`config.mk`:
```
export PLATFORM = sky130hd
export DESIGN_NAME = icache_refill
export DESIGN_NICKNAME = d
export VERILOG_FILES = /design/src/hw/icache_pkg.sv /design/src/hw/icache_refill.sv
export SDC_FILE = /design/constraint.sdc
export NUM_CORES = 1
export LEC_CHECK = 0
export BUFFER_PORTS_ARGS = -buffer_cell sky130_fd_sc_hd__buf_4
export CAP_MARGIN = 5
export CORE_AREA = 2 2 78 80
export CTS_CLUSTER_SIZE = 12
export DETAILED_ROUTE_END_ITERATION = 8
export DIE_AREA = 0 0 80 82
export HOLD_SLACK_MARGIN = 0.06
export PLACE_DENSITY_LB_ADDON = 0.05
export SLEW_MARGIN = 40
export SYNTH_ARGS = -nofsm -noshare
export SYNTH_HDL_FRONTEND = slang
export SYNTH_SLANG_ARGS = --single-unit
```
`constraint.sdc`:
```
create_clock -name clk_i -period 2.1 [get_ports clk_i]
set_input_delay 0.42 -clock clk_i [delete_from_list [all_inputs] [get_ports clk_i]]
set_output_delay 0.42 -clock clk_i [all_outputs]
set_load 0.1 [all_outputs]
```
`src/hw/icache_pkg.sv`:
```
// Shared constants, bundles and state encodings, imported by every cache module and the testbench
`default_nettype none

package icache_pkg;

  //////////////////////////////////////////////////////////////////////
  // Geometry
  localparam int unsigned WaysWidth       = 2;
  localparam int unsigned NumWays         = 4;
  localparam int unsigned SetsWidth       = 6;
  // Eight 64-bit beats per line
  localparam int unsigned BeatsWidth      = 3;
  localparam int unsigned PhysAddrLen     = 32;
  localparam int unsigned LineOffsetWidth = 6;
  localparam int unsigned TagWidth        = PhysAddrLen - SetsWidth - LineOffsetWidth;
  localparam int unsigned DataWidth       = 64;
  localparam int unsigned InstrWidth      = 32;

  //////////////////////////////////////////////////////////////////////
  // Bundles
  typedef struct packed {
    logic [TagWidth-1:0] tag;
    logic                valid;
  } tag_t;

  // A request with flush set flushes the cache first, then fetches pc
  typedef struct packed {
    logic        valid;
    logic [63:0] pc;
    logic        flush;
  } fetch_req_t;

  typedef struct packed {
    logic                  valid;
    logic [InstrWidth-1:0] instr;
    logic                  exception;
    logic [63:0]           tval;
  } fetch_resp_t;

  // Always a Get of one full line
  typedef struct packed {
    logic                   valid;
    logic [PhysAddrLen-1:0] address;
  } mem_a_t;

  typedef enum logic [2:0] {
    AccessAck     = 3'd0,
    AccessAckData = 3'd1
  } d_opcode_e;

  typedef struct packed {
    logic                 valid;
    d_opcode_e            opcode;
    logic                 denied;
    logic [DataWidth-1:0] data;
  } mem_d_t;

  typedef struct packed {
    logic                  req;
    logic [SetsWidth-1:0]  set;
    logic [BeatsWidth-1:0] beat;
  } array_rd_t;

  typedef struct packed {
    logic                  req_tag;
    logic                  req_data;
    logic [NumWays-1:0]    ways;
    logic [SetsWidth-1:0]  set;
    logic [BeatsWidth-1:0] beat;
    tag_t                  tag;
    logic [DataWidth-1:0]  data;
  } array_wr_t;

  //////////////////////////////////////////////////////////////////////
  // State encodings
  typedef enum logic [1:0] {LockNone, LockRefill, LockAccess, LockFlush} lock_holder_e;

  typedef enum logic [1:0] {RefillIdle, RefillProgress, RefillComplete} refill_state_e;

  typedef enum logic [1:0] {FlushReset, FlushIdle, FlushDone} flush_state_e;

  typedef enum logic [2:0] {
    FetchIdle,
    FetchFetch,
    FetchReplay,
    FetchFill,
    FetchExceptionLocked,
    FetchException,
    FetchFlush
  } fetch_state_e;

endpackage

`default_nettype wire

```
`src/hw/icache_refill.sv`:
```
// Refill engine that drains D-channel grants into the arrays and hands the lock to the fetch FSM
`default_nettype none
`timescale 1ns/1ps

module icache_refill (
  input  logic                                                            clk_i,
  input  logic                                                            rst_ni,
  input  icache_pkg::mem_d_t                                              mem_d_i,
  output logic                                                            mem_d_ready_o,
  input  icache_pkg::lock_holder_e                                        holder_d_i,
  input  logic [icache_pkg::PhysAddrLen-icache_pkg::LineOffsetWidth-1:0] line_addr_i,
  input  logic [icache_pkg::WaysWidth-1:0]                                way_i,
  output logic                                                            acq_o,
  output logic                                                            move_o,
  output icache_pkg::array_wr_t                                           wr_o
);
  import icache_pkg::*;

  refill_state_e         state_q, state_d;
  logic [BeatsWidth-1:0] beat_q, beat_d;
  // Lock held since last cycle, so the array write mux already selects refill
  logic                  owned_q;

  always_comb begin
    mem_d_ready_o = 1'b0;
    acq_o         = 1'b0;
    move_o        = 1'b0;
    state_d       = state_q;
    beat_d        = beat_q;

    wr_o             = '0;
    wr_o.ways[way_i] = 1'b1;
    wr_o.set         = line_addr_i[SetsWidth-1:0];
    wr_o.beat        = beat_q;
    wr_o.tag.tag     = line_addr_i[PhysAddrLen-LineOffsetWidth-1:SetsWidth];
    wr_o.tag.valid   = 1'b1;
    wr_o.data        = mem_d_i.data;

    unique case (state_q)
      RefillIdle: begin
        beat_d = '0;
        if (mem_d_i.valid) begin
          if (mem_d_i.denied) begin
            // Nothing to write, drop it at once
            mem_d_ready_o = 1'b1;
          end else begin
            acq_o   = 1'b1;
            state_d = RefillProgress;
          end
        end
      end

      RefillProgress: begin
        mem_d_ready_o = owned_q && holder_d_i == LockRefill;
        if (mem_d_i.valid && mem_d_ready_o) begin
          wr_o.req_data = mem_d_i.opcode == AccessAckData;
          // Tag goes valid together with the last beat
          wr_o.req_tag  = &beat_q;
          beat_d        = beat_q + 1'b1;
          if (&beat_q) begin
            state_d = RefillComplete;
          end
        end
      end

      RefillComplete: begin
        move_o  = 1'b1;
        state_d = RefillIdle;
      end

      default: state_d = RefillIdle;
    endcase
  end

  always_ff @(posedge clk_i or negedge rst_ni) begin
    if (!rst_ni) begin
      state_q <= RefillIdle;
      beat_q  <= '0;
      owned_q <= 1'b0;
    end else begin
      state_q <= state_d;
      beat_q  <= beat_d;
      owned_q <= holder_d_i == LockRefill;
    end
  end

endmodule

`default_nettype wire

```
==> results of run 1 <==
==> worst max-delay path, cell delays in order (launching register included) <==
cell,delay (ns)
dfrtp_2,0.39
and2b_1,0.25
nand3_2,0.14
nor4b_4,0.31
buf_6,0.26
==> final cells by class <==
class                           instances  share of cell area (%)
Clock buffer                            4                    5.82
Sequential cell                         6                    19.5
Inverter                                1                   0.485
Timing Repair Buffer                   25                    25.0
Multi-Input combinational cell         33                    37.0
Tap cell                               75                    12.1
==> logic make-up after synthesis <==
family | count (synthesis)
DFF | 6
adders and majority gates | 2
and+or+nand+nor | 26
AOI/OAI and AO/OA | 4
buffers and inverters | 93
other | 1
==> repair_timing <==
action / CTS / global route
hold endpoints to repair: 6 / 0
gates resized for setup: 0 / 1
hold buffers: 1 / 0
setup endpoints to repair: 0 / 1
==> where the power goes <==
group / internal [mW] / leakage [nW] / switching (mW)
clock: 0.131 / 0.0228 / 0.0532
combinational: 0.0492 / 0.254 / 0.126
sequential: 0.124 / 0.0765 / 0.00756
total: 0.304 / 0.353 / 0.186
==> cell usage in the layout (no fill, tap or decap), types with 2 or more instances in the layout <==
cell type   n
nand3_1     2
nand2_1     2
a311o_1     2
nor4b_4     2
dfrtp_1     5
buf_4      23
clkbuf_8    3
nor2b_2     3
ha_1        2
nor2_1      3
and2_1      3
==> final timing paths <==
| path | startpoint | endpoint | slack (ns) | cells after the start |
|---|---|---|---|---|
| worst max register to register | beat_q[0] | beat_q[2] | 0.77 | 3 |
| min in group asynchronous | rst_ni | beat_q[2] | 0.54 | 2 |
| worst min register to register | beat_q[0] | beat_q[0] | 0.58 | 2 |
| worst max-delay path | state_q[1] | wr_o[98] | 0.11 | 4 |
| max in group asynchronous | rst_ni | state_q[1] | 1.43 | 2 |
| worst min-delay path | holder_d_i[1] | owned_q | 0.36 | 2 |
==> flip-flops by register name, indices dropped and copies added, names as in the netlist <==
name,count
state_q,2
owned_q,1
beat_q,3
==> per-layer routing <==
metal / vias to the layer above / routed length [um] / global-route usage (%)
li1: 200 / - / -
met1: 212 / 614 / 5.24
met2: 63 / 1010 / 9.25
met3: 22 / 432 / 5.05
met4: 0 / 102 / 4.75
met5: - / 0 / 0
==> per-stage QoR <==
step / TNS (ns) / utilization (%) / hold slack, ns
finish: 0 / 13.5 / 0.363
global route: 0 / 13.5 / 0.368
CTS: 0 / 13.4 / 0.358
detailed placement: 0 / 12.5 / 0.242
global placement: 0 / 12.5 / 0.244
floorplan: -0.748 / - / 0.124
==> impl_metrics.env, run 1 <==
export IMPL_status="completed"
export IMPL_stdcell_count=144
export IMPL_synth_top_family_by_area="buffers and inverters"
export IMPL_p_total_mw=0.491
export IMPL_synthDistinctLibCells=22
export IMPL_multi_input_area_sq_um=287
export IMPL_pre_cts_slack_ns=0.128
export IMPL_fin_crit_sh_pct=95.0
export IMPL_ys_ff_latch=6
export IMPL_layout_min_cycle_time_ns=1.99
export IMPL_worst_setup_path_type="register to primary output"
export IMPL_layout_area_seq_sq_um=151
export IMPL_start_kind="register"
export IMPL_synthCells=132
export IMPL_antenna_cells=0
export IMPL_via_per_inst=3.45
export IMPL_initial_core_util_pct=19.1
export IMPL_dpl_cell_area_sq_um=716
export IMPL_drtAntennaViolNets=0
export IMPL_worstPathArrival_ns=1.57
export IMPL_clk_path_buf_depth=2
export IMPL_place_gp_congestion=0.593
export IMPL_yosys_area_top_type_share_pct=63.1
export IMPL_required_ns=1.68
export IMPL_ys_seq_area_share_pct=13.7
export IMPL_rows=28
export IMPL_syn_avg_cell_area_sq_um=8.29
export IMPL_yosysMostFrequentCell="buf_4"
export IMPL_end_kind="primary output"
export IMPL_yosysTopAreaCell="buf_4"
export IMPL_fin_nets=173
export IMPL_synth_fp_nets=235
export IMPL_peakVddDrop_mv=0.243
export IMPL_synthMuxAreaShare_pct=0
export IMPL_p_per_area_nw_per_um2=634
export IMPL_drt_iter0_markers=16
export IMPL_grt_start_max_net_pins=10
export IMPL_grt_pass1_wl_mm=2.93
export IMPL_antenna_found_initial=0
export IMPL_dp_hpwl_mm=1.81
export IMPL_portBuffers=22
export IMPL_grt_pass1_vias=486
export IMPL_grt_usage_pct=6.10
export IMPL_coreArea_sq_um=5750
export IMPL_syn_area_sq_um=1090
export IMPL_finalHoldViolCount=0
export IMPL_finalWorstSetupSlack_ns=0.105
export IMPL_vias=497
export IMPL_drcViolationCount=0
export IMPL_hp_class="input port to register"
export IMPL_cts_sinks=6
export IMPL_rsz0062_at_grt="false"
export IMPL_drt_total_wl_mm=2.16
export IMPL_nFillCells=666
export IMPL_firstDrtPassIters=3
export IMPL_die_h_um=82
export IMPL_clkTransAtPathRegs_ns=0.04
export IMPL_synth_area_top_cells="buf_4 (63%), dfrtp_1 (14%), nor4b_2 (2.7%), ha_1 (2.3%), nor2b_1 (2.3%)"
export IMPL_synthTopCellsByCount="buf_4 (92), dfrtp_1 (6), nor2_1 (4), nor2b_1 (4)"
export IMPL_detail_route_wl_per_cell_um=15.0
export IMPL_grt_overflow_total=0
export IMPL_fp_dieW_um=80
export IMPL_synth_main_ff_cell="dfrtp_1"
export IMPL_drive_above_1_share_pct=55.1
export IMPL_yosys_area_share_xor_xnor_pct=0
export IMPL_area_growth_pct=-29.3
export IMPL_die_area_sq_um=6560
export IMPL_cts_htree_levels=1
export IMPL_insertion_delay_ns=0.22
export IMPL_numCtsBuffers=3
export IMPL_synth_compound_area_share_pct=2.74
export IMPL_max_cap_violations=0
export IMPL_yosys_warnings=0
export IMPL_finalClockSkew_ns=0.00246
export IMPL_synth_adder_area_share_pct=2.29
export IMPL_fmax_mhz=501
export IMPL_worstPathMaxFanout=3
export IMPL_tritoncts="yes"
export IMPL_io_pins=204
export IMPL_drv_slew=0
export IMPL_synthSimpleGateAreaFrac_pct=17.5
export IMPL_cts_root_buffer="clkbuf_8"
export IMPL_dp_cells=139
export IMPL_synthArstFlopShare_pct=100
export IMPL_p_leak_nw=0.353
export IMPL_fin_area_sq_um=774
export IMPL_post_cts_buffers=0
export IMPL_synth_edff_count=0
export IMPL_setup_violations=0
(Power assumes the default switching activity.)
==> inputs of run 2 (changes only) <==
- BUFFER_PORTS_ARGS: -buffer_cell sky130_fd_sc_hd__buf_4 -> default
- CAP_MARGIN: 5 -> 10
- CORE_AREA: 2 2 78 80 -> 2 2 79 81
- DIE_AREA: 0 0 80 82 -> 0 0 81 83
- DONT_BUFFER_PORTS: default -> 1
==> run 2 against run 1 <==
  * Utilization fell by 0.92 points
  * Sequential cell count unchanged
  * Via count down 2.8%
  * Combinational power fell by 10%
  * Wire length grew 7.2%
  * Critical path type unchanged
  * Largest power group unchanged
==> impl_metrics.env, run 2 (synthesized netlist as in run 1, its figures left out) <==
export IMPL_end_kind="primary output"
export IMPL_rows=28
export IMPL_antenna_found_initial=0
export IMPL_layout_min_cycle_time_ns=1.99
export IMPL_antenna_cells=0
export IMPL_cts_root_buffer="clkbuf_8"
export IMPL_grt_usage_pct=6.77
export IMPL_rsz0062_at_grt="false"
export IMPL_fmax_mhz=503
export IMPL_drt_iter0_markers=12
export IMPL_max_cap_violations=0
export IMPL_drtAntennaViolNets=0
export IMPL_grt_overflow_total=0
export IMPL_via_per_inst=3.58
export IMPL_p_leak_nw=0.315
export IMPL_reg_top3="beat_q (3), state_q (2), owned_q (1)"
export IMPL_setup_violations=0
export IMPL_drv_slew=0
export IMPL_hp_class="input port to register"
export IMPL_worst_setup_path_type="register to primary output"
export IMPL_insertion_delay_ns=0.23
export IMPL_tritoncts="yes"
export IMPL_fp_dieW_um=81
export IMPL_pre_cts_slack_ns=0.251
export IMPL_coreArea_sq_um=5820
export IMPL_timing_hold_ws_ns=0.252
export IMPL_firstDrtPassIters=4
export IMPL_cts_sinks=6
export IMPL_die_h_um=83
export IMPL_place_gp_congestion=0.682
export IMPL_io_pins=204
export IMPL_finalClockSkew_ns=0.00334
export IMPL_grt_pass1_wl_mm=3.31
export IMPL_p_per_area_nw_per_um2=666
export IMPL_status="completed"
export IMPL_die_area_sq_um=6720
export IMPL_clk_path_buf_depth=2
export IMPL_fin_crit_sh_pct=94.8
export IMPL_fin_nets=164
export IMPL_area_growth_pct=-33.3
export IMPL_final_cell_mix="buf_4 (13), dfrtp_1 (5), and2_1 (3), nor2b_2 (3), clkbuf_8 (3)"
export IMPL_grt_start_max_net_pins=10
export IMPL_worstPathArrival_ns=1.57
export IMPL_dp_hpwl_mm=1.96
export IMPL_cts_htree_levels=1
export IMPL_peakVddDrop_mv=0.0971
export IMPL_drt_total_wl_mm=2.32
export IMPL_finalWorstSetupSlack_ns=0.110
export IMPL_finalHoldViolCount=0
export IMPL_drive_above_1_share_pct=50.0
export IMPL_worstPathMaxFanout=3
export IMPL_initial_core_util_pct=18.8
export IMPL_final_common_cell="buf_4"
export IMPL_start_kind="register"
export IMPL_top_register="beat_q"
export IMPL_largest_reg_flops=3
export IMPL_portBuffers=0
export IMPL_numCtsBuffers=3
export IMPL_detail_route_wl_per_cell_um=17.2
export IMPL_cts_resized_gates=0
export IMPL_drcViolationCount=0
export IMPL_required_ns=1.68
export IMPL_nFillCells=694
export IMPL_vias=483
export IMPL_clkTransAtPathRegs_ns=0.05
export IMPL_grt_pass1_vias=534
[run 2: worst paths after layout]
path | slack, ns | endpoint | depth (start not counted) | from
setup / recovery | 0.11 | wr_o[98] | 4 | state_q[1]
hold / removal | 0.25 | owned_q | 1 | holder_d_i[1]
setup reg to reg | 0.83 | beat_q[2] | 3 | beat_q[0]
hold reg to reg | 0.64 | beat_q[0] | 3 | state_q[1]
max in group asynchronous | 1.28 | state_q[1] | 1 | rst_ni
min in group asynchronous | 0.53 | state_q[0] | 1 | rst_ni
[run 2: stage by stage]
step / utilization (%) / instance area (sq um) / cells / total power [mW] / TNS, ns
floorplan: - / 1130 / 132 / 1.07 / -0.748
global placement: 11.4 / 661 / 128 / 0.287 / 0
CTS: 12.3 / 716 / 133 / 0.494 / 0
detailed placement: 11.4 / 661 / 128 / 0.284 / 0
global route: 12.6 / 731 / 135 / 0.503 / 0
finish: 12.6 / 731 / 135 / 0.487 / 0
[run 2: area by class of cell]
cell class	count	area [sq um]	area share, %
timing repair buffer	16	148	20.2
sequential	6	151	20.7
multi-input combinational	33	289	39.6
tap	75	93.8	12.8
inverter	1	3.75	0.514
clock buffer	4	45.0	6.16
[run 2: where the power goes]
part | leakage (nW) | total [mW] | switching (mW) | internal [mW]
clock network | 0.0228 | 0.201 | 0.0683 | 0.132
registers | 0.0765 | 0.129 | 0.00457 | 0.124
logic | 0.216 | 0.157 | 0.119 | 0.0379
[run 2: what timing repair did]
action	CTS	global route
setup endpoints to repair	1	1
buffers inserted	0	2
hold endpoints to repair	6	0
hold buffers	1	0
cloned	0	0
pin swaps	1	1
[run 2: critical path, cell delays in order (launching register included)]
cell and delay, ns:
dfrtp_2 0.41, and2b_1 0.24, nand3_2 0.13, nor4b_4 0.35, buf_12 0.21
[run 2: metal layers]
| metal | vias to the layer above | GRT usage [%] | share of wire (%) |
|---|---|---|---|
| li1 | 182 | - | - |
| met2 | 66 | 10.4 | 48 |
| met3 | 32 | 4.46 | 20 |
| met4 | 0 | 7.86 | 7.1 |
| met5 | - | 0 | 0 |
| met1 | 203 | 5.03 | 25 |
