$ cat src/hw/icache_pkg.sv
// Shared constants, bundles and state encodings, imported by every cache module and the testbench
`default_nettype none

package icache_pkg;

  //////////////////////////////////////////////////////////////////////
  // Geometry
  localparam int unsigned WaysWidth       = 2;
  localparam int unsigned NumWays         = 4;
  localparam int unsigned SetsWidth       = 6;
  // Eight 64-bit beats per line
  localparam int unsigned BeatsWidth      = 3;
  localparam int unsigned PhysAddrLen     = 32;
  localparam int unsigned LineOffsetWidth = 6;
  localparam int unsigned TagWidth        = PhysAddrLen - SetsWidth - LineOffsetWidth;
  localparam int unsigned DataWidth       = 64;
  localparam int unsigned InstrWidth      = 32;

  //////////////////////////////////////////////////////////////////////
  // Bundles
  typedef struct packed {
    logic [TagWidth-1:0] tag;
    logic                valid;
  } tag_t;

  // A request with flush set flushes the cache first, then fetches pc
  typedef struct packed {
    logic        valid;
    logic [63:0] pc;
    logic        flush;
  } fetch_req_t;

  typedef struct packed {
    logic                  valid;
    logic [InstrWidth-1:0] instr;
    logic                  exception;
    logic [63:0]           tval;
  } fetch_resp_t;

  // Always a Get of one full line
  typedef struct packed {
    logic                   valid;
    logic [PhysAddrLen-1:0] address;
  } mem_a_t;

  typedef enum logic [2:0] {
    AccessAck     = 3'd0,
    AccessAckData = 3'd1
  } d_opcode_e;

  typedef struct packed {
    logic                 valid;
    d_opcode_e            opcode;
    logic                 denied;
    logic [DataWidth-1:0] data;
  } mem_d_t;

  typedef struct packed {
    logic                  req;
    logic [SetsWidth-1:0]  set;
    logic [BeatsWidth-1:0] beat;
  } array_rd_t;

  typedef struct packed {
    logic                  req_tag;
    logic                  req_data;
    logic [NumWays-1:0]    ways;
    logic [SetsWidth-1:0]  set;
    logic [BeatsWidth-1:0] beat;
    tag_t                  tag;
    logic [DataWidth-1:0]  data;
  } array_wr_t;

  //////////////////////////////////////////////////////////////////////
  // State encodings
  typedef enum logic [1:0] {LockNone, LockRefill, LockAccess, LockFlush} lock_holder_e;

  typedef enum logic [1:0] {RefillIdle, RefillProgress, RefillComplete} refill_state_e;

  typedef enum logic [1:0] {FlushReset, FlushIdle, FlushDone} flush_state_e;

  typedef enum logic [2:0] {
    FetchIdle,
    FetchFetch,
    FetchReplay,
    FetchFill,
    FetchExceptionLocked,
    FetchException,
    FetchFlush
  } fetch_state_e;

endpackage

`default_nettype wire

$ cat src/hw/icache_flush.sv
// Flush engine that invalidates every set, run once out of reset and again on each flush request
`default_nettype none
`timescale 1ns/1ps

module icache_flush (
  input  logic                     clk_i,
  input  logic                     rst_ni,
  input  logic                     flush_req_i,
  input  icache_pkg::lock_holder_e holder_d_i,
  output logic                     acq_o,
  output logic                     rel_o,
  output logic                     done_o,
  output icache_pkg::array_wr_t    wr_o
);
  import icache_pkg::*;

  flush_state_e         state_q, state_d;
  logic [SetsWidth-1:0] set_q, set_d;

  always_comb begin
    acq_o     = 1'b0;
    rel_o     = 1'b0;
    done_o    = 1'b0;
    state_d   = state_q;
    set_d     = set_q;
    wr_o      = '0;
    wr_o.ways = '1;
    wr_o.set  = set_q;

    unique case (state_q)
      // All ways of one set per cycle, tag left invalid
      FlushReset: begin
        wr_o.req_tag = 1'b1;
        set_d        = set_q + 1'b1;
        if (&set_q) begin
          rel_o   = 1'b1;
          state_d = FlushDone;
        end
      end

      FlushIdle: begin
        if (holder_d_i == LockFlush) begin
          state_d = FlushReset;
        end
        if (flush_req_i) begin
          acq_o = 1'b1;
        end
      end

      FlushDone: begin
        done_o  = 1'b1;
        state_d = FlushIdle;
      end

      default: state_d = FlushIdle;
    endcase
  end

  always_ff @(posedge clk_i or negedge rst_ni) begin
    if (!rst_ni) begin
      state_q <= FlushReset;
      set_q   <= '0;
    end else begin
      state_q <= state_d;
      set_q   <= set_d;
    end
  end

endmodule

`default_nettype wire

$ cat config.mk
export PLATFORM = sky130hd
export DESIGN_NAME = icache_flush
export DESIGN_NICKNAME = d
export VERILOG_FILES = /design/src/hw/icache_pkg.sv /design/src/hw/icache_flush.sv
export SDC_FILE = /design/constraint.sdc
export NUM_CORES = 1
export LEC_CHECK = 0
export ABC_AREA = 0
export BUFFER_PORTS_ARGS = -buffer_cell sky130_fd_sc_hd__buf_2
export CAP_MARGIN = 15
export CORE_UTILIZATION = 37
export CTS_BUF_LIST = sky130_fd_sc_hd__clkbuf_4
export DETAILED_ROUTE_END_ITERATION = 8
export PLACE_DENSITY = 0.87
export SLEW_MARGIN = 30
export SYNTH_ARGS = -nofsm -noshare
export SYNTH_HDL_FRONTEND = slang
export SYNTH_SLANG_ARGS = --single-unit
$ cat constraint.sdc
create_clock -name clk_i -period 1.4 [get_ports clk_i]
set_input_delay 0.07 -clock clk_i [delete_from_list [all_inputs] [get_ports clk_i]]
set_output_delay 0.07 -clock clk_i [all_outputs]
set_load 0.02 [all_outputs]
==> results of run 1 <==
## cells in the mapped netlist (all sizes together)
| cell type | n | area share |
|---|---|---|
| mux2 | 1 | 0.011 |
| nor2 | 2 | 0.0071 |
| xnor2 | 4 | 0.033 |
| and4 | 2 | 0.017 |
| a21o | 1 | 0.0071 |
| dfrtp | 8 | 0.19 |
| nand4 | 2 | 0.012 |
| nand2 | 4 | 0.014 |
| nor2b | 1 | 0.0059 |
| and4bb | 1 | 0.012 |
| buf | 94 | 0.67 |
| xor2 | 1 | 0.0083 |
| conb | 2 | 0.0071 |
| ha | 1 | 0.012 |
## per-stage QoR
| stage | cell area (um^2) | util | worst slack, ps |
|---|---|---|---|
| after floorplan | 1400 | - | 243 |
| after global placement | 805 | 0.294 | 163 |
| after detailed placement | 805 | 0.294 | 162 |
| after CTS | 862 | 0.315 | 14.5 |
| after global routing | 866 | 0.317 | -0.697 |
| final | 866 | 0.317 | 45.1 |
## per-layer routing
layer / wire length [um] / track usage / vias to the layer above
li1: - / - / 233
met1: 430 / 0.0774 / 226
met2: 475 / 0.0895 / 61
met3: 183 / 0.0328 / 4
met4: 25 / 0.0643 / 0
met5: 0 / 0 / -
## cell type report
cell class | instances | area, um^2
clock buffer | 3 | 22.5
fill | 303 | 1870
multi-input combinational | 113 | 495
sequential | 8 | 200
tap | 31 | 38.8
timing repair buffer | 18 | 109
## worst max-delay path, cell delays in order, from the launching register on
cell,delay (ps)
dfrtp_1,430
ha_1,260
and4_1,210
buf_6,130
## repair_timing
| item | in CTS | in global routing |
|---|---|---|
| resized for setup | 1 | 1 |
| hold buffers | 1 | 0 |
| endpoints found under the hold margin | 8 | 0 |
| endpoints found under the setup margin | 1 | 1 |
| pin swaps | 1 | 2 |
| buffers inserted | 3 | 0 |
## cell families (layout without fill, tap and decap cells)
logic type                 Yosys count  count (layout)  share of synthesized area
and+or+nand+nor                     12              12                     0.0673
muxes                                1               1                     0.0106
xor gates and xnor gates             5               5                     0.0413
other                                2              93                    0.00709
DFF                                  8               8                      0.189
adders and majority gates            1               1                     0.0118
buffers and inverters               94              21                      0.666
AOI/OAI and AO/OA                    1               1                    0.00709
## final timing paths
path	to	cells after the start
min	state_q[0]$_DFFE_PN0P_	3
max in group asynchronous	state_q[1]$_DFFE_PN0P_	2
max reg2reg	set_q[1]$_DFFE_PN0P_	2
max	rel_o	3
min in group asynchronous	set_q[1]$_DFFE_PN0P_	2
min reg2reg	set_q[3]$_DFFE_PN0P_	1
## sequential cells by signal, indices dropped and copies added (netlist names)
name	flops
set_q	6
state_q	2
## power breakdown
group | switching [uW] | leakage (uW) | internal (uW) | total (uW)
clock | 83.2 | 0.0000138 | 98.5 | 182
sequential | 0 | 0.0000973 | 231 | 231
combinational | 226 | 0.000437 | 6.02 | 232
==> flow_summary.json, run 1 <==
{
  "status": "finished clean",
  "wirelength_um": 1110,
  "synth_cell_types": 14,
  "die_y_um": 55.5,
  "critPathRequiredTime_ps": 1330,
  "num_vias": 524,
  "hpwl_um": 927,
  "synth_warnings": 0,
  "holdWs_ps": 110,
  "timing.rr.start": "state_q[1]$_DFFE_PN0P_",
  "hold_viol": 0,
  "cp_max_fo": 5,
  "fin_crit_ps": 1350,
  "io_buffers": 14,
  "syn_area_um2": 1060,
  "rsz0062_at_grt": "true",
  "hold_path_class": "in2reg",
  "yosysSeqAreaShare": 0.189,
  "rrSetupSlack_ps": 160,
  "grt_pass1_wl_um": 1480,
  "synth_seq_cells": 8,
  "hold_path_startpoint": "holder_d_i[1]",
  "grt_pass1_vias": 328,
  "start_kind": "register",
  "via_per_inst": 3.03,
  "final_cell_count_no_fill": 173,
  "p_leak_uw": 0.000548,
  "clock_skew_ps": 0.297,
  "gp_congestion": 0.716,
  "start_util": 0.388,
  "finalSetupViolCount": 0,
  "p_per_area_nw_per_um2": 745,
  "fin_crit_sh": 0.968,
  "io_pins": 108,
  "htreeDepth": 1,
  "die_area_um2": 3080,
  "drc": 0,
  "setup_tns_ps": 0,
  "drt_first_pass_iters": 6,
  "area_growth_pct": -18.3,
  "tritoncts": "done",
  "grtUsageTotal": 0.0675,
  "power.total_uw": 645,
  "drv_cap": 0,
  "dp.cells": 166,
  "final_common_cell": "conb_1",
  "overflow": 0,
  "final-max-slew-violation-count": 0,
  "clockBufferDepth": 2,
  "wire_per_inst_um": 6.44,
  "startpoint": "set_q[0]$_DFFE_PN0P_",
  "crit_arrival_ps": 1280,
  "numCtsBuffers": 3,
  "grt_max_degree": 9,
  "endpoint_kind": "primary output",
  "synth_cells": 124,
  "cts.sinks": 8,
  "clk_pin_slew_ps": 60,
  "nets": 150,
  "fmax_ghz": 0.738,
  "chipWidth_um": 55.5,
  "drive_above_1_share": 0.155,
  "synth_area_per_cell_um2": 8.55,
  "worst-setup-path-type": "reg2out",
  "ir_drop_mv": 0.267,
  "antenna_found_initial": 0,
  "diodes": 0,
  "drt.antenna.violating_nets": 0,
  "core-area_um2": 2730,
  "drtIter0Drc": 5,
  "clk_latency_ps": 250,
  "final_cell_mix": "93 x conb_1, 13 x buf_2, 8 x dfrtp_1",
  "rows": 19,
  "cts_root_buf": "clkbuf_4"
}
No activity file was read; power rests on OpenSTA's default activity.
==> inputs of run 2 (changes only) <==
--- a/config.mk
+++ b/config.mk
@@ -5,13 +5,14 @@
 export SDC_FILE = /design/constraint.sdc
 export NUM_CORES = 1
 export LEC_CHECK = 0
-export ABC_AREA = 0
+export ABC_AREA = 1
 export BUFFER_PORTS_ARGS = -buffer_cell sky130_fd_sc_hd__buf_2
 export CAP_MARGIN = 15
+export CORE_MARGIN = 2
 export CORE_UTILIZATION = 37
 export CTS_BUF_LIST = sky130_fd_sc_hd__clkbuf_4
 export DETAILED_ROUTE_END_ITERATION = 8
-export PLACE_DENSITY = 0.87
+export PLACE_DENSITY = 0.86
 export SLEW_MARGIN = 30
 export SYNTH_ARGS = -nofsm -noshare
 export SYNTH_HDL_FRONTEND = slang
==> flow_summary.json, run 2 <==
{
  "status": "finished, violations left",
  "violations": "design-rule violations",
  "hpwl_um": 1190,
  "synth_cells": 139,
  "io_pins": 108,
  "drtIter0Drc": 15,
  "p_per_area_nw_per_um2": 1610,
  "clk_latency_ps": 250,
  "start_util": 0.393,
  "synth_area_leaders": "buf_4 64%, dfrtp_1 18%, nand2_1 3.1%",
  "overflow": 0,
  "synth_common_cells": "94 x buf_4, 9 x nand2_1, 8 x dfrtp_1",
  "synth-edff-count": 0,
  "grt_pass1_wl_um": 1660,
  "final-max-slew-violation-count": 0,
  "p_int_uw": 650,
  "clk_pin_slew_ps": 50,
  "hold_path_class": "in2reg",
  "die_area_um2": 3430,
  "chipWidth_um": 58.6,
  "antenna_found_initial": 0,
  "diodes": 0,
  "grt_max_degree": 9,
  "drt.antenna.violating_nets": 0,
  "drive_above_1_share": 0.155,
  "yosysTopAreaCellShare": 0.640,
  "p_sw_uw": 795,
  "rsz0062_at_grt": "false",
  "fin_crit_sh": 0.961,
  "synth_area_leader_cell": "buf_4",
  "slowest_delay_ps": 420,
  "cp_max_fo": 6,
  "htreeDepth": 1,
  "endpoint_kind": "primary output",
  "async_flop_share": 1.00,
  "fmax_ghz": 0.743,
  "final_common_cell": "conb_1",
  "p_leak_uw": 0.000585,
  "final_cell_mix": "93 x conb_1, 13 x buf_2, 9 x nand2_1",
  "worst-setup-path-type": "reg2out",
  "rows": 19,
  "hold_viol": 0,
  "combPwrFrac": 0.577,
  "cp_slowest_cell": "dfrtp_2",
  "clock_skew_ps": 0.461,
  "critPathRequiredTime_ps": 1330,
  "grt_pass1_vias": 387,
  "drt_first_pass_iters": 6,
  "die_y_um": 58.6,
  "synth_warnings": 0,
  "drv_cap": 0,
  "power.total_uw": 1440,
  "setup_tns_ps": 0,
  "num-fill-cells": 299,
  "wire_per_inst_um": 7.42,
  "ir_drop_mv": 0.439,
  "nets": 163,
  "drc": 8,
  "start_kind": "register",
  "multi_input_area_um2": 524,
  "p_clk_frac": 0.116,
  "finalSetupViolCount": 0,
  "switching_share": 0.550,
  "clockBufferDepth": 2,
  "fin_crit_ps": 1350,
  "crit_arrival_ps": 1280,
  "crit_chain": "ha_2, nand2_4, nor4_2, buf_4",
  "cts_root_buf": "clkbuf_4",
  "largest_reg_flops": 6,
  "area_growth_pct": -18.4,
  "num_vias": 603,
  "reg_top3": "set_q: 6 flops, state_q: 2 flops",
  "grtUsageTotal": 0.0672,
  "top_register": "set_q",
  "seq_area_um2": 201,
  "io_buffers": 14,
  "tritoncts": "done",
  "yosysSeqAreaShare": 0.182,
  "syn_area_um2": 1100,
  "wirelength_um": 1380,
  "cts.sinks": 8,
  "synth_seq_cells": 8,
  "seqPwrFrac": 0.307,
  "via_per_inst": 3.24,
  "ys.flop_type": "dfrtp_1",
  "synth_most_common_cell": "buf_4",
  "gp_congestion": 0.809,
  "synth_cell_types": 19,
  "numCtsBuffers": 3,
  "synth_area_per_cell_um2": 7.93,
  "core-area_um2": 2810
}
==> run 2: cell count changes after synthesis, sizes merged, moves of 3 or more <==
| cell | delta |
|---|---|
| nand2 | +6 |
| xnor2 | -3 |
| nand3 | +3 |
| inv | +6 |
| nor2 | +3 |
==> run 2: logic make-up after synthesis <==
family | Yosys count | share of synthesized area
adder cells (fa/ha/maj) | 1 | 0.0113
flip-flops | 8 | 0.182
AND/OR/NAND/NOR | 23 | 0.109
AO/OA/AOI/OAI | 3 | 0.0148
buffers and inverters | 100 | 0.661
XOR/XNOR | 2 | 0.0159
other | 2 | 0.00681
==> run 2: worst paths after layout <==
path	start	end	slack, ps	cells after the start
min in group asynchronous	rst_ni	set_q[1]$_DFFE_PN0P_	190	2
max in group asynchronous	rst_ni	set_q[0]$_DFFE_PN0P_	1030	2
worst min-delay path	holder_d_i[1]	state_q[0]$_DFFE_PN0P_	10	2
worst max register to register	state_q[0]$_DFFE_PN0P_	set_q[3]$_DFFE_PN0P_	260	4
worst min register to register	set_q[5]$_DFFE_PN0P_	set_q[5]$_DFFE_PN0P_	530	2
worst max-delay path	set_q[0]$_DFFE_PN0P_	rel_o	50	4
==> run 2: timing repair <==
action	4_1_cts	5_1_grt
resized for setup	2	1
endpoints found under the setup margin	1	1
pin swaps	1	0
hold buffers	1	0
endpoints found under the hold margin	8	0
setup buffers	1	0
==> run 2: final cells by class <==
class                           instances  area share
Tap cell                               31      0.0431
Clock buffer                            3      0.0250
Timing Repair Buffer                   16       0.100
Sequential cell                         8       0.224
Inverter                                6      0.0250
Multi-Input combinational cell        122       0.583
==> run 2: power by group through the flow <==
stage | Sequential [uW] | Combinational (uW) | Clock, uW
final | 444 | 833 | 168
after global routing | 456 | 907 | 187
after CTS | 444 | 819 | 179
after detailed placement | 443 | 799 | 0
after global placement | 437 | 779 | 0
after floorplan | 532 | 725 | 0
==> run 2: through the flow <==
| step | setup slack (ps) | instance area (um^2) | hold slack, ps | std cells | util |
|---|---|---|---|---|---|
| 3_3_place_gp | 236 | 853 | -88.0 | 181 | 0.304 |
| 5_1_grt | 10.3 | 900 | 14.0 | 186 | 0.321 |
| 3_5_place_dp | 208 | 853 | -81.2 | 181 | 0.304 |
| 6_report | 54.5 | 900 | 12.3 | 186 | 0.321 |
| 2_1_floorplan | 79.8 | 1450 | -226 | 230 | - |
| 4_1_cts | 28.7 | 897 | 2.26 | 186 | 0.320 |
==> run 2: per-layer routing <==
metal,global-route usage,vias to the layer above,wire [um]
met5,0,-,0
met4,0.0390,0,0
met3,0.0264,0,212
met2,0.127,56,810
met1,0.0595,276,358
li1,-,271,-
==> run 2: critical path: cells and delay by family, from the launching register on <==
family        cells  cell delay [ps]
flops             1              420
simple gates      2              200
buf+inv           1              180
fa+ha+maj         1              240
==> inputs of run 3 (changes only) <==
==> constraint.sdc (replaced) <==
create_clock -name clk_i -period 1.3 [get_ports clk_i]
set_input_delay 0.065 -clock clk_i [delete_from_list [all_inputs] [get_ports clk_i]]
set_output_delay 0.065 -clock clk_i [all_outputs]
set_load 0.02 [all_outputs]
==> flow_summary.json, run 3 (synthesized netlist as in run 2, its figures left out) <==
{
  "worst-setup-path-type": "reg2out",
  "die_y_um": 58.6,
  "finalSetupViolCount": 0,
  "wire_per_inst_um": 8.31,
  "holdWs_ps": 39.1,
  "antenna_found_initial": 0,
  "drt.antenna.violating_nets": 0,
  "reg_top3": "set_q: 6 flops, state_q: 2 flops",
  "drive_above_1_share": 0.176,
  "diodes": 0,
  "clockBufferDepth": 2,
  "tritoncts": "done",
  "wirelength_um": 1580,
  "drtIter0Drc": 14,
  "numCtsBuffers": 3,
  "drv_cap": 0,
  "hold_path_class": "in2reg",
  "fin_crit_ps": 1280,
  "clk_pin_slew_ps": 50,
  "rrSetupSlack_ps": 200,
  "clk_latency_ps": 250,
  "chipWidth_um": 58.6,
  "core-area_um2": 2810,
  "num-fill-cells": 293,
  "power.total_uw": 1710,
  "overflow": 0,
  "drt_first_pass_iters": 6,
  "fin_util": 0.339,
  "crit_arrival_ps": 1210,
  "violations": "design-rule violations",
  "endpoint_kind": "primary output",
  "io_buffers": 14,
  "p_per_area_nw_per_um2": 1800,
  "grt_pass1_wl_um": 1960,
  "largest_reg_flops": 6,
  "cts.sinks": 8,
  "io_pins": 108,
  "via_per_inst": 3.35,
  "fmax_ghz": 0.784,
  "final_cell_mix": "93 x conb_1, 12 x buf_2, 9 x nand2_1",
  "worst_slack_ps": 24.1,
  "die_area_um2": 3430,
  "gp_congestion": 0.761,
  "nets": 167,
  "status": "finished, violations left",
  "start_kind": "register",
  "hold_viol": 0,
  "final_cell_count_no_fill": 190,
  "grt_max_degree": 10,
  "num_vias": 637,
  "clock_skew_ps": 0.956,
  "final_common_cell": "conb_1",
  "critPathRequiredTime_ps": 1240,
  "top_register": "set_q",
  "start_util": 0.393,
  "cp_max_fo": 3,
  "fin_crit_sh": 0.981,
  "htreeDepth": 1,
  "rows": 19,
  "reg2reg_depth": 6,
  "ir_drop_mv": 0.745,
  "drc": 8,
  "dp.cells": 182,
  "whs_path_depth": 2,
  "hpwl_um": 1170,
  "p_leak_uw": 0.000610,
  "grtUsageTotal": 0.0799,
  "dp_slack_ps": 131,
  "rsz0062_at_grt": "true",
  "final-max-slew-violation-count": 0,
  "cts_root_buf": "clkbuf_4",
  "grt_pass1_vias": 444,
  "area_growth_pct": -13.7
}
## run 3: cell types whose count changed in the layout (fill, tap and decap cells not counted)
cell,delta
nor4_4,+1
ha_4,+1
buf_4,+5
ha_2,-1
nor4_2,-1
buf_2,-1
## run 3: area by class of cell
type	count	area, um^2	area share
inverters	6	22.5	0.0237
flip-flops and latches	8	201	0.212
well taps	31	38.8	0.0408
clock buffers	3	22.5	0.0237
multi-input cells	122	543	0.571
repair buffers	20	123	0.129
## run 3: worst paths after layout
path                                          end                    from
max                                         rel_o  state_q[1]$_DFFE_PN0P_
min                        state_q[0]$_DFFE_PN0P_           holder_d_i[0]
max reg2reg                  set_q[5]$_DFFE_PN0P_  state_q[1]$_DFFE_PN0P_
min reg2reg                  set_q[5]$_DFFE_PN0P_    set_q[5]$_DFFE_PN0P_
max in group asynchronous  state_q[0]$_DFFE_PN0P_                  rst_ni
min in group asynchronous    set_q[0]$_DFFE_PN0P_                  rst_ni
## run 3: per-stage QoR
step / TNS, ps / area [um^2]
3_5_place_dp: 0 / 870
3_3_place_gp: 0 / 870
5_1_grt: -72.8 / 951
2_1_floorplan: 0 / 1460
4_1_cts: 0 / 940
6_report: 0 / 951
## run 3: critical path, stage by stage, from the launching register on
cell,delay [ps]
dfrtp_1,420
nor2_4,150
nand2_4,80
nor4_4,130
buf_4,180
## run 3: repair_timing
action                                 in CTS  in global routing
hold buffers                                1                  0
endpoints found under the hold margin       8                  0
setup buffers                               3                  1
resized for setup                           3                  2
setup endpoints to repair                   1                  2
pin swaps                                   1                  1
## run 3: layer usage
| layer | track usage | share of wire |
|---|---|---|
| met4 | 0.0487 | 0.027 |
| met1 | 0.0729 | 0.29 |
| met5 | 0 | 0 |
| met2 | 0.154 | 0.55 |
| met3 | 0.0220 | 0.14 |
## run 3: power by group
part | switching, uW | internal (uW)
Sequential | 96.0 | 354
Clock | 83.7 | 106
Combinational | 739 | 336
Total | 919 | 796
