`src/hw/icache_pkg.sv`:
```
// Shared constants, bundles and state encodings, imported by every cache module and the testbench
`default_nettype none

package icache_pkg;

  //////////////////////////////////////////////////////////////////////
  // Geometry
  localparam int unsigned WaysWidth       = 2;
  localparam int unsigned NumWays         = 4;
  localparam int unsigned SetsWidth       = 6;
  // Eight 64-bit beats per line
  localparam int unsigned BeatsWidth      = 3;
  localparam int unsigned PhysAddrLen     = 32;
  localparam int unsigned LineOffsetWidth = 6;
  localparam int unsigned TagWidth        = PhysAddrLen - SetsWidth - LineOffsetWidth;
  localparam int unsigned DataWidth       = 64;
  localparam int unsigned InstrWidth      = 32;

  //////////////////////////////////////////////////////////////////////
  // Bundles
  typedef struct packed {
    logic [TagWidth-1:0] tag;
    logic                valid;
  } tag_t;

  // A request with flush set flushes the cache first, then fetches pc
  typedef struct packed {
    logic        valid;
    logic [63:0] pc;
    logic        flush;
  } fetch_req_t;

  typedef struct packed {
    logic                  valid;
    logic [InstrWidth-1:0] instr;
    logic                  exception;
    logic [63:0]           tval;
  } fetch_resp_t;

  // Always a Get of one full line
  typedef struct packed {
    logic                   valid;
    logic [PhysAddrLen-1:0] address;
  } mem_a_t;

  typedef enum logic [2:0] {
    AccessAck     = 3'd0,
    AccessAckData = 3'd1
  } d_opcode_e;

  typedef struct packed {
    logic                 valid;
    d_opcode_e            opcode;
    logic                 denied;
    logic [DataWidth-1:0] data;
  } mem_d_t;

  typedef struct packed {
    logic                  req;
    logic [SetsWidth-1:0]  set;
    logic [BeatsWidth-1:0] beat;
  } array_rd_t;

  typedef struct packed {
    logic                  req_tag;
    logic                  req_data;
    logic [NumWays-1:0]    ways;
    logic [SetsWidth-1:0]  set;
    logic [BeatsWidth-1:0] beat;
    tag_t                  tag;
    logic [DataWidth-1:0]  data;
  } array_wr_t;

  //////////////////////////////////////////////////////////////////////
  // State encodings
  typedef enum logic [1:0] {LockNone, LockRefill, LockAccess, LockFlush} lock_holder_e;

  typedef enum logic [1:0] {RefillIdle, RefillProgress, RefillComplete} refill_state_e;

  typedef enum logic [1:0] {FlushReset, FlushIdle, FlushDone} flush_state_e;

  typedef enum logic [2:0] {
    FetchIdle,
    FetchFetch,
    FetchReplay,
    FetchFill,
    FetchExceptionLocked,
    FetchException,
    FetchFlush
  } fetch_state_e;

endpackage

`default_nettype wire

```
`src/hw/icache_ctrl.sv`:
```
// Fetch FSM that looks up tags, picks a victim, issues line Gets and forms the CPU response
`default_nettype none
`timescale 1ns/1ps

module icache_ctrl (
  input  logic                                                            clk_i,
  input  logic                                                            rst_ni,
  input  icache_pkg::fetch_req_t                                          fetch_req_i,
  output icache_pkg::fetch_resp_t                                         fetch_resp_o,
  output icache_pkg::mem_a_t                                              mem_a_o,
  input  logic                                                            mem_a_ready_i,
  input  icache_pkg::mem_d_t                                              mem_d_i,
  input  logic                                                            mem_d_ready_i,
  input  icache_pkg::lock_holder_e                                        holder_d_i,
  input  icache_pkg::lock_holder_e                                        holder_q_i,
  input  icache_pkg::tag_t [icache_pkg::NumWays-1:0]                      rd_tag_i,
  input  logic [icache_pkg::NumWays-1:0][icache_pkg::DataWidth-1:0]       rd_data_i,
  input  logic                                                            refill_move_i,
  input  logic                                                            flush_done_i,
  output logic                                                            access_acq_o,
  output logic                                                            access_rel_o,
  output logic                                                            flush_req_o,
  output icache_pkg::array_rd_t                                           rd_o,
  output icache_pkg::array_wr_t                                           wr_o,
  output logic [icache_pkg::PhysAddrLen-icache_pkg::LineOffsetWidth-1:0] line_addr_o,
  output logic [icache_pkg::WaysWidth-1:0]                                way_o
);
  import icache_pkg::*;

  fetch_state_e         state_q, state_d;
  logic [63:0]          pc_q, pc_d;
  logic [WaysWidth-1:0] way_q, way_d;
  logic [WaysWidth-1:0] evict_q, evict_d;
  logic                 sent_q, sent_d;
  logic [NumWays-1:0]   hit;
  logic [WaysWidth-1:0] hit_way;
  logic [DataWidth-1:0] hit_data;
  logic                 canonical;
  logic                 rd_req;

  // Physical pc must fit below bit PhysAddrLen-1
  assign canonical = ~|fetch_req_i.pc[63:PhysAddrLen-1];
  assign hit_data  = rd_data_i[hit_way];

  //////////////////////////////////////////////////////////////////////
  // Hit detection and victim choice
  always_comb begin
    hit     = '0;
    hit_way = evict_q;
    for (int i = 0; i < NumWays; i++) begin
      hit[i] = rd_tag_i[i].valid &&
               rd_tag_i[i].tag == pc_q[PhysAddrLen-1:SetsWidth+LineOffsetWidth];
    end
    // Lowest empty way beats the eviction counter
    for (int i = NumWays - 1; i >= 0; i--) begin
      if (!rd_tag_i[i].valid) begin
        hit_way = WaysWidth'(i);
      end
    end
    for (int i = NumWays - 1; i >= 0; i--) begin
      if (hit[i]) begin
        hit_way = WaysWidth'(i);
      end
    end
  end

  //////////////////////////////////////////////////////////////////////
  // Main FSM
  always_comb begin
    state_d = state_q;
    pc_d    = pc_q;
    way_d   = way_q;
    evict_d = evict_q;
    sent_d  = sent_q;

    fetch_resp_o       = '0;
    fetch_resp_o.instr = pc_q[2] ? hit_data[63:32] : hit_data[31:0];
    fetch_resp_o.tval  = pc_q;

    mem_a_o         = '0;
    mem_a_o.address = {pc_q[PhysAddrLen-1:LineOffsetWidth], {LineOffsetWidth{1'b0}}};

    rd_req       = 1'b0;
    access_acq_o = 1'b0;
    access_rel_o = 1'b0;
    flush_req_o  = 1'b0;

    // Victim tag is dropped before its data gets overwritten
    wr_o               = '0;
    wr_o.ways[hit_way] = 1'b1;
    wr_o.set           = pc_q[LineOffsetWidth +: SetsWidth];
    wr_o.beat          = pc_q[3 +: BeatsWidth];

    unique case (state_q)
      FetchIdle: ;

      FetchFetch: begin
        // Always let go so refill can take the arrays
        access_rel_o = 1'b1;
        if (|hit) begin
          fetch_resp_o.valid = 1'b1;
          state_d            = FetchIdle;
        end else begin
          wr_o.req_tag = 1'b1;
          way_d        = hit_way;
          evict_d      = evict_q + 1'b1;
          sent_d       = 1'b0;
          state_d      = FetchFill;
        end
      end

      FetchReplay: begin
        rd_req = 1'b1;
        if (holder_d_i == LockAccess) begin
          state_d = FetchFetch;
        end
      end

      FetchFill: begin
        mem_a_o.valid = !sent_q;
        if (mem_a_ready_i) begin
          sent_d = 1'b1;
        end
        if (mem_d_i.valid && mem_d_ready_i && mem_d_i.denied) begin
          state_d = FetchException;
        end
        // Lock arrives with the move, read again
        if (refill_move_i) begin
          state_d = FetchReplay;
        end
      end

      FetchExceptionLocked: begin
        access_rel_o = holder_q_i == LockAccess;
        state_d      = FetchException;
      end

      FetchException: begin
        fetch_resp_o.valid     = 1'b1;
        fetch_resp_o.exception = 1'b1;
        state_d                = FetchIdle;
      end

      FetchFlush: begin
        if (flush_done_i) begin
          access_acq_o = 1'b1;
          state_d      = FetchReplay;
        end
      end

      default: state_d = FetchIdle;
    endcase

    // New request, read at once if the lock is granted this cycle
    if (fetch_req_i.valid) begin
      pc_d         = fetch_req_i.pc;
      access_acq_o = 1'b1;
      rd_req       = 1'b1;
      state_d      = holder_d_i == LockAccess ? FetchFetch : FetchReplay;
      if (fetch_req_i.flush) begin
        access_acq_o = 1'b0;
        flush_req_o  = 1'b1;
        state_d      = FetchFlush;
      end
      if (!canonical) begin
        access_acq_o = 1'b0;
        flush_req_o  = 1'b0;
        state_d      = FetchExceptionLocked;
      end
    end
  end

  assign rd_o.req     = rd_req && holder_d_i == LockAccess;
  assign rd_o.set     = pc_d[LineOffsetWidth +: SetsWidth];
  assign rd_o.beat    = pc_d[3 +: BeatsWidth];
  assign line_addr_o  = pc_q[PhysAddrLen-1:LineOffsetWidth];
  assign way_o        = way_q;

  always_ff @(posedge clk_i or negedge rst_ni) begin
    if (!rst_ni) begin
      state_q <= FetchIdle;
      evict_q <= '0;
      sent_q  <= 1'b0;
    end else begin
      state_q <= state_d;
      evict_q <= evict_d;
      sent_q  <= sent_d;
    end
  end

  always_ff @(posedge clk_i) begin
    pc_q  <= pc_d;
    way_q <= way_d;
  end

endmodule

`default_nettype wire

```
`config.mk`:
```
export PLATFORM = sky130hd
export DESIGN_NAME = icache_ctrl
export DESIGN_NICKNAME = d
export VERILOG_FILES = /design/src/hw/icache_pkg.sv /design/src/hw/icache_ctrl.sv
export SDC_FILE = /design/constraint.sdc
export NUM_CORES = 1
export LEC_CHECK = 0
export BUFFER_PORTS_ARGS = -buffer_cell sky130_fd_sc_hd__buf_2
export CORE_AREA = 2 2 297 299
export CTS_BUF_LIST = sky130_fd_sc_hd__clkbuf_4 sky130_fd_sc_hd__clkbuf_8
export CTS_CLUSTER_DIAMETER = 150
export DETAILED_ROUTE_END_ITERATION = 10
export DIE_AREA = 0 0 299 301
export PLACE_DENSITY_LB_ADDON = 0.05
export SYNTH_ARGS = -nofsm -noshare
export SYNTH_HDL_FRONTEND = slang
export SYNTH_SLANG_ARGS = --single-unit
```
`constraint.sdc`:
```
create_clock -name clk_i -period 3.92 [get_ports clk_i]
set_clock_uncertainty 0.05 [all_clocks]
set_input_delay 0.784 -clock clk_i [delete_from_list [all_inputs] [get_ports clk_i]]
set_output_delay 0.784 -clock clk_i [all_outputs]
set_load 0.05 [all_outputs]
```
==> results of run 1 <==
## per-layer routing
| metal | vias up | wire length (µm) | part of all wire [%] | GRT usage [%] |
|---|---|---|---|---|
| met4 | 20 | 637 | 1.3 | 2.536 |
| met5 | - | 130 | 0.27 | 0 |
| met2 | 420 | 25070 | 52 | 18.28 |
| met1 | 3759 | 18090 | 37 | 10.77 |
| met3 | 52 | 4734 | 9.7 | 4.127 |
| li1 | 3887 | - | - | - |
## flip-flops by register name, indices dropped and copies added (netlist names)
name / flops
way_o: 2
state_q: 3
pc_q: 64
sent_q: 1
evict_q: 2
## power by group through the flow
stage                     clock network, W  logic, W  registers (W)
after floorplan                          0   0.00148        0.00120
after global placement                   0   0.00252        0.00104
after detailed placement                 0   0.00250        0.00104
after CTS                         0.000765   0.00272        0.00101
after global routing              0.000772   0.00295        0.00103
final                             0.000687   0.00277        0.00101
## per-stage QoR
stage / power, W / TNS [ns] / hold WS (ns) / instances / util, %
2_1_floorplan: 0.002685 / -0.9231 / 0.3954 / 831 / -
3_3_place_gp: 0.003562 / -19.02 / 0.4522 / 2523 / 13.89
3_5_place_dp: 0.003540 / -18.11 / 0.4506 / 2523 / 13.89
4_1_cts: 0.004501 / -19.44 / 0.08993 / 2570 / 15.06
5_1_grt: 0.004751 / -22.20 / 0.1098 / 2601 / 15.75
6_report: 0.004470 / -14.06 / 0.1464 / 2603 / 15.75
## cell usage in the layout, fill, tap and decap left out, drive strengths merged, types with 7 or more instances in the layout
master / instances
nor3: 8
a22oi: 29
clkbuf: 14
edfxtp: 57
a221oi: 25
nor4: 20
a21oi: 57
buf: 789
nor2: 12
mux2i: 11
conb: 92
mux2: 66
o31ai: 27
xor2: 23
xnor2: 59
a222oi: 7
dfxtp: 9
nand4: 24
inv: 44
nand2: 14
## what timing repair did
action / in CTS / in global routing
endpoints found under the hold margin: 0 / 0
buffers inserted: 32 / 25
pin swaps: 28 / 26
gates resized for setup: 113 / 56
endpoints found under the setup margin: 38 / 38
cloned: 4 / 5
## cell families (layout without fill, tap and decap cells)
family,count (synthesis),after routing,synth area share [%]
buffers and inverters,238,850,21.63
AO/OA/AOI/OAI,169,170,18.66
AND/OR/NAND/NOR,101,101,8.562
XOR/XNOR,82,82,10.15
multiplexers,77,77,12.06
flip-flops,72,72,28.87
other,1,96,0.05302
## path summary, 6_finish.rpt
check                                       startpoint                     end  cells after the start
worst min register to register  evict_q[1]$_DFFE_PN0P_  evict_q[1]$_DFFE_PN0P_                      1
worst max register to register      pc_q[31]$_DFFE_PP_  state_q[0]$_DFFE_PN0P_                     15
min in group clk_i              evict_q[1]$_DFFE_PN0P_  evict_q[1]$_DFFE_PN0P_                      1
worst max-delay path                pc_q[29]$_DFFE_PP_        fetch_resp_o[68]                     14
max in group asynchronous                       rst_ni  state_q[2]$_DFFE_PN0P_                      1
worst min-delay path                            rst_ni      sent_q$_DFFE_PN0P_                      1
## layout make-up
| class | count | area [µm²] | share of cell area, % |
|---|---|---|---|
| diodes | 4 | 10.01 | 0.07348 |
| inverters | 40 | 150.1 | 1.102 |
| flip-flops and latches | 72 | 2042 | 14.99 |
| repair buffers | 794 | 5326 | 39.10 |
| clock buffers | 9 | 123.9 | 0.9093 |
| clock inverters | 7 | 73.82 | 0.5419 |
| well taps | 1155 | 1445 | 10.61 |
| multi-input cells | 522 | 4452 | 32.68 |
## worst max-delay path, cell delays in order (launching register included)
cell and delay, ns:
edfxtp_1 0.42, buf_6 0.14, xor2_1 0.16, nor4_1 0.28, buf_4 0.18, nand4_1 0.13
nor4_4 0.35, buf_4 0.19, or2_4 0.13, nor2_4 0.05, buf_12 0.14, buf_6 0.11
a222oi_1 0.54, mux2i_4 0.16, buf_12 0.19
==> out/metrics.yaml, run 1 <==
run_status:
  violations: "setup timing"
  status: "finished with violations"
critical_path:
  arrival_ns: 3.63
  crit_path_end_kind: "primary output"
  crit_type: "flip-flop to primary output"
  crit_required_ns: 3.09
  r2r_slack_ns: 0.87
  crit_path_start_kind: "flip-flop"
  worstPathMaxFanout: 6
global_route:
  grt_pass1_wl_um: 63770
  grt_max_degree: 59
  antenna_found_initial: 22
  grt_pass1_vias: 8440
  gr-total-overflow: 0
  grt_use_total_pct: 10.07
floorplanning:
  dieHeight_um: 301
  io_pins: 757
  die_area_mm2: 0.09000
  core.rowCount: 108
  core_area_mm2: 0.08648
  die_w_um: 299
  start_util_pct: 8.179
synth:
  synthTopCellsByArea: "edfxtp_1, buf_4, mux2_2, xnor2_1, a221oi_2"
  post-synth-top-area-fraction_pct: 24.20
  synthTopCellsByCount: "buf_4, mux2_2, xnor2_1"
  synth-edff-count: 57
  ys.flop_type: "edfxtp_1"
  ys_ff_latch: 72
  ys_types: 51
  ys_seq_area_share_pct: 28.87
  synthMostInstantiatedCell: "buf_4"
  syn_area_mm2: 0.007073
  yosys.area.top_type: "edfxtp_1"
  synthCells: 740
  ys_warn_count: 0
  avgSynthCellArea_um2: 9.558
  synthArstFlopShare_pct: 8.333
sta:
  slew_viol_final: 0
  fmax_mhz: 224.2
  hold_viol_final: 0
  setup_viol: 35
  rsz0062_at_grt: "true"
  post-route-min-period_ns: 4.461
  slew_headroom_pct: 50.77
  setup_ws_ns: -0.5412
  fin_crit_sh_pct: 113.8
  tightest_slew_ns: 0.7385
route:
  drc: 0
  drtPass1Iterations: 5
  avgRoutedWirePerCell_um: 18.70
  drt_iter0_drc: 272
  routed_wl_um: 48660
  via_per_inst: 3.126
  postRouteAntennaNets: 0
  vias: 8138
layout:
  syn_to_final_growth_pct: 92.61
  nNetsFinal: 1924
  final_area_mm2: 0.01362
  nFillCells: 9990
  layout-drive-gt1-share_pct: 68.35
cts:
  cts-root-buf: "clkbuf_8"
  cts_tree: "built"
  cts.clk_slew.worst_paths_ns: 0.11
  clk_latency_ns: 0.44
  cts_sinks: 72
  clock_path_buffers: 2
  htreeDepth: 3
  cts_hold_buf: 0
  cts_buffers: 9
pwr:
  swShare_pct: 49.33
  ir_drop_mv: 0.3220
  pwr-share-clk_pct: 15.4
  power.leakage_nw: 6.180
  switching_power_w: 0.002205
  internal_power_w: 0.002265
  seqPwrFrac_pct: 22.6
  power.density_mw_per_mm2: 328.1
  combPwrFrac_pct: 62.0
flow_run:
  max_cap_viol_count: 0
placement:
  post_dp_cell_area_mm2: 0.01201
  preCtsSetupSlack_ns: -0.7386
  hpwl_um: 39750
  gp_congestion: 0.7773
  io_buffers: 597
hold_path:
  worstHoldPathType: "input port to async pin"
(Power assumes the default switching activity.)
==> run 2, diff against run 1 <==
--- a/config.mk
+++ b/config.mk
@@ -8,9 +8,10 @@
 export BUFFER_PORTS_ARGS = -buffer_cell sky130_fd_sc_hd__buf_2
 export CORE_AREA = 2 2 297 299
 export CTS_BUF_LIST = sky130_fd_sc_hd__clkbuf_4 sky130_fd_sc_hd__clkbuf_8
-export CTS_CLUSTER_DIAMETER = 150
+export CTS_CLUSTER_DIAMETER = 80
 export DETAILED_ROUTE_END_ITERATION = 10
 export DIE_AREA = 0 0 299 301
+export GPL_TIMING_DRIVEN = 0
 export PLACE_DENSITY_LB_ADDON = 0.05
 export SYNTH_ARGS = -nofsm -noshare
 export SYNTH_HDL_FRONTEND = slang
==> constraint.sdc (replaced) <==
create_clock -name clk_i -period 4.9 [get_ports clk_i]
set_clock_uncertainty 0.05 [all_clocks]
set_input_delay 0.98 -clock clk_i [delete_from_list [all_inputs] [get_ports clk_i]]
set_output_delay 0.98 -clock clk_i [all_outputs]
set_load 0.05 [all_outputs]
==> run 2 against run 1 <==
Against the previous run:
- final cell count rose by 2.4%
- sequential power decreased by 22%
- critical path depth down 2
- the flow now finishes without violations
- global-route usage is 1.1 points higher
- register-to-register slack improved by 1.2 ns
- power shrank 24%
==> out/metrics.yaml, run 2 (synthesis gave the netlist of run 1 again) <==
cts:
  clk_latency_ns: 0.44  # about the same
  clock_path_buffers: 2  # unchanged
  cts_buffers: 9  # unchanged
  htreeDepth: 3  # unchanged
  cts.clk_slew.worst_paths_ns: 0.11  # about the same
  cts_tree: "built"
  cts_sinks: 72  # unchanged
  cts-root-buf: "clkbuf_8"
global_route:
  grt_pass1_wl_um: 69880  # +9.6%
  antenna_found_initial: 34  # +55%
  grt_use_total_pct: 11.13  # +1.1 points
  grt_max_degree: 39  # -34%
  grt_pass1_vias: 8563  # +1.5%
  gr-total-overflow: 0  # unchanged
sta:
  slew_headroom_pct: 37.60  # -13 points
  post-route-min-period_ns: 4.789
  setup_ws_ns: 0.1115  # +0.6527 ns
  rsz0062_at_grt: "true"
  fin_crit_sh_pct: 97.73
  tightest_slew_ns: 0.9361  # +0.1976 ns
  fmax_mhz: 208.8
  setup_viol: 0  # -100%
  slew_viol_final: 0  # unchanged
  hold_viol_final: 0  # unchanged
layout:
  top_register: "pc_q"
  final_common_cell: "buf_2"
  layout_common_cells: "buf_2, buf_4, conb_1"
  fin_cells: 2665  # +2.4%
  top_regs: "pc_q (64), state_q (3)"
  nNetsFinal: 1981  # +3.0%
  syn_to_final_growth_pct: 83.87
  largest_reg_flops: 64  # unchanged
  layout-drive-gt1-share_pct: 65.22  # -3.1 points
placement:
  preCtsSetupSlack_ns: -1.202  # -0.4633 ns
  gp_congestion: 0.7843  # +0.90%
  io_buffers: 597  # unchanged
  dp_cells: 2584  # +2.4%
  hpwl_um: 45640  # +15%
route:
  routed_wl_um: 52630  # +8.2%
  avgRoutedWirePerCell_um: 19.75  # +5.6%
  postRouteAntennaNets: 0  # unchanged
  vias: 8332  # +2.4%
  via_per_inst: 3.126  # about the same
  drtPass1Iterations: 5  # unchanged
  drc: 0  # unchanged
  drt_iter0_drc: 278  # +2.2%
critical_path:
  crit_path_end_kind: "primary output"
  crit_required_ns: 3.87  # +0.78 ns
  worst_path_max_delay_cell: "a222oi_1"
  crit_path_start_kind: "input port"
  arrival_ns: 3.76  # +0.13 ns
  cp_cell_sequence: "buf_8 -> xnor2_4 -> nand4_1 -> nor4_4 -> nand4_1 -> buf_6 -> and3_4 -> a21o_4 -> buf_12 -> a222oi_1 -> o2bb2ai_1 -> buf_6"
  slowest_delay_ns: 0.69  # +0.15 ns
  r2r_slack_ns: 2.06  # +1.19 ns
  critPathTopFamily: "compound AO/OA/AOI/OAI gates"
  worstPathMaxFanout: 7  # +1
  worstPathBufferInverterCount: 4  # -2
  crit_type: "input port to primary output"
flow_run:
  max_cap_viol_count: 0  # unchanged
floorplanning:
  core_area_mm2: 0.08648  # unchanged
  die_w_um: 299  # unchanged
  start_util_pct: 8.179  # unchanged
  core.rowCount: 108  # unchanged
  die_area_mm2: 0.09000  # unchanged
  io_pins: 757  # unchanged
  dieHeight_um: 301  # unchanged
hold_path:
  worstHoldPathType: "input port to async pin"
pwr:
  power.leakage_nw: 6.190  # +0.16%
  power.density_mw_per_mm2: 261.6  # -20%
  ir_drop_mv: 0.2140  # -34%
run_status:
  status: "finished clean"
-- run 2: cell count changes in the layout (fill, tap and decap cells not counted), sizes merged --
cell | before | now
diode | 4 | 9
a21o | 3 | 2
clkinv | 2 | 3
inv | 44 | 40
clkinvlp | 0 | 2
clkbuf | 14 | 30
buf | 789 | 831
bufinv | 1 | 2
-- run 2: worst paths after layout --
| kind | startpoint | cells past startpoint | endpoint |
|---|---|---|---|
| max in group asynchronous | rst_ni | 1 | state_q[1]$_DFFE_PN0P_ |
| max | rd_tag_i[58] | 12 | fetch_resp_o[96] |
| min in group clk_i | evict_q[1]$_DFFE_PN0P_ | 1 | evict_q[1]$_DFFE_PN0P_ |
| min | rst_ni | 1 | evict_q[0]$_DFFE_PN0P_ |
| min reg2reg | evict_q[1]$_DFFE_PN0P_ | 1 | evict_q[1]$_DFFE_PN0P_ |
| max reg2reg | pc_q[26]$_DFFE_PP_ | 10 | way_o[0]$_DFFE_PP_ |
-- run 2: layout make-up --
class	instances	area, µm²
Fill cell	10040	73480
Multi-Input combinational cell	521	4156
Timing Repair Buffer	658	3538
Sequential cell	72	2042
Tap cell	1155	1445
Buffer	194	1430
Inverter	40	150.1
Clock buffer	9	123.9
Clock inverter	7	96.34
Antenna cell	9	22.52
-- run 2: per-stage QoR --
step                      setup TNS [ns]  hold WS [ns]  cell area (µm²)  total power, W  utilization (%)
after floorplan                        0        0.3954             7415        0.002121                -
after global placement            -31.68        0.4425            11850        0.002752            13.70
after detailed placement          -32.49        0.4431            11880        0.002741            13.73
after CTS                        -0.1041        0.2687            12670        0.003456            14.65
after global routing            -0.05952        0.3069            13000        0.003608            15.03
final                                  0        0.3277            13010        0.003402            15.04
-- run 2: worst register-to-register path, cell delays in order, from the launching register on --
cell and delay, ns:
edfxtp_1 0.39, buf_2 0.20, xnor2_2 0.21, nand4_1 0.18
nor4_4 0.38, and4_1 0.29, o21ai_4 0.10, buf_12 0.18
buf_4 0.13, buf_4 0.22, a21oi_1 0.31
-- run 2: repair_timing --
item / in CTS / in global routing
setup endpoints to repair: 38 / 25
pin swaps: 18 / 20
hold buffers: 0 / 0
buffers inserted: 47 / 13
resized for setup: 47 / 46
-- run 2: report_power, final --
part / internal [W] / switching [W] / total (W)
logic: 0.000677 / 0.00135 / 0.00203
clock network: 0.000286 / 0.000305 / 0.000591
registers: 0.000735 / 0.0000486 / 0.000783
total: 0.00170 / 0.00170 / 0.00340
-- run 2: per-layer routing --
metal / routed length, µm / global-route usage [%] / vias to the layer above / share of wire (%)
met4: 512 / 2.512 / 40 / 0.97
met2: 27510 / 20.54 / 405 / 52
li1: - / - / 4007 / -
met3: 5054 / 4.798 / 57 / 9.6
met5: 274 / 0 / - / 0.52
met1: 19290 / 11.60 / 3823 / 37
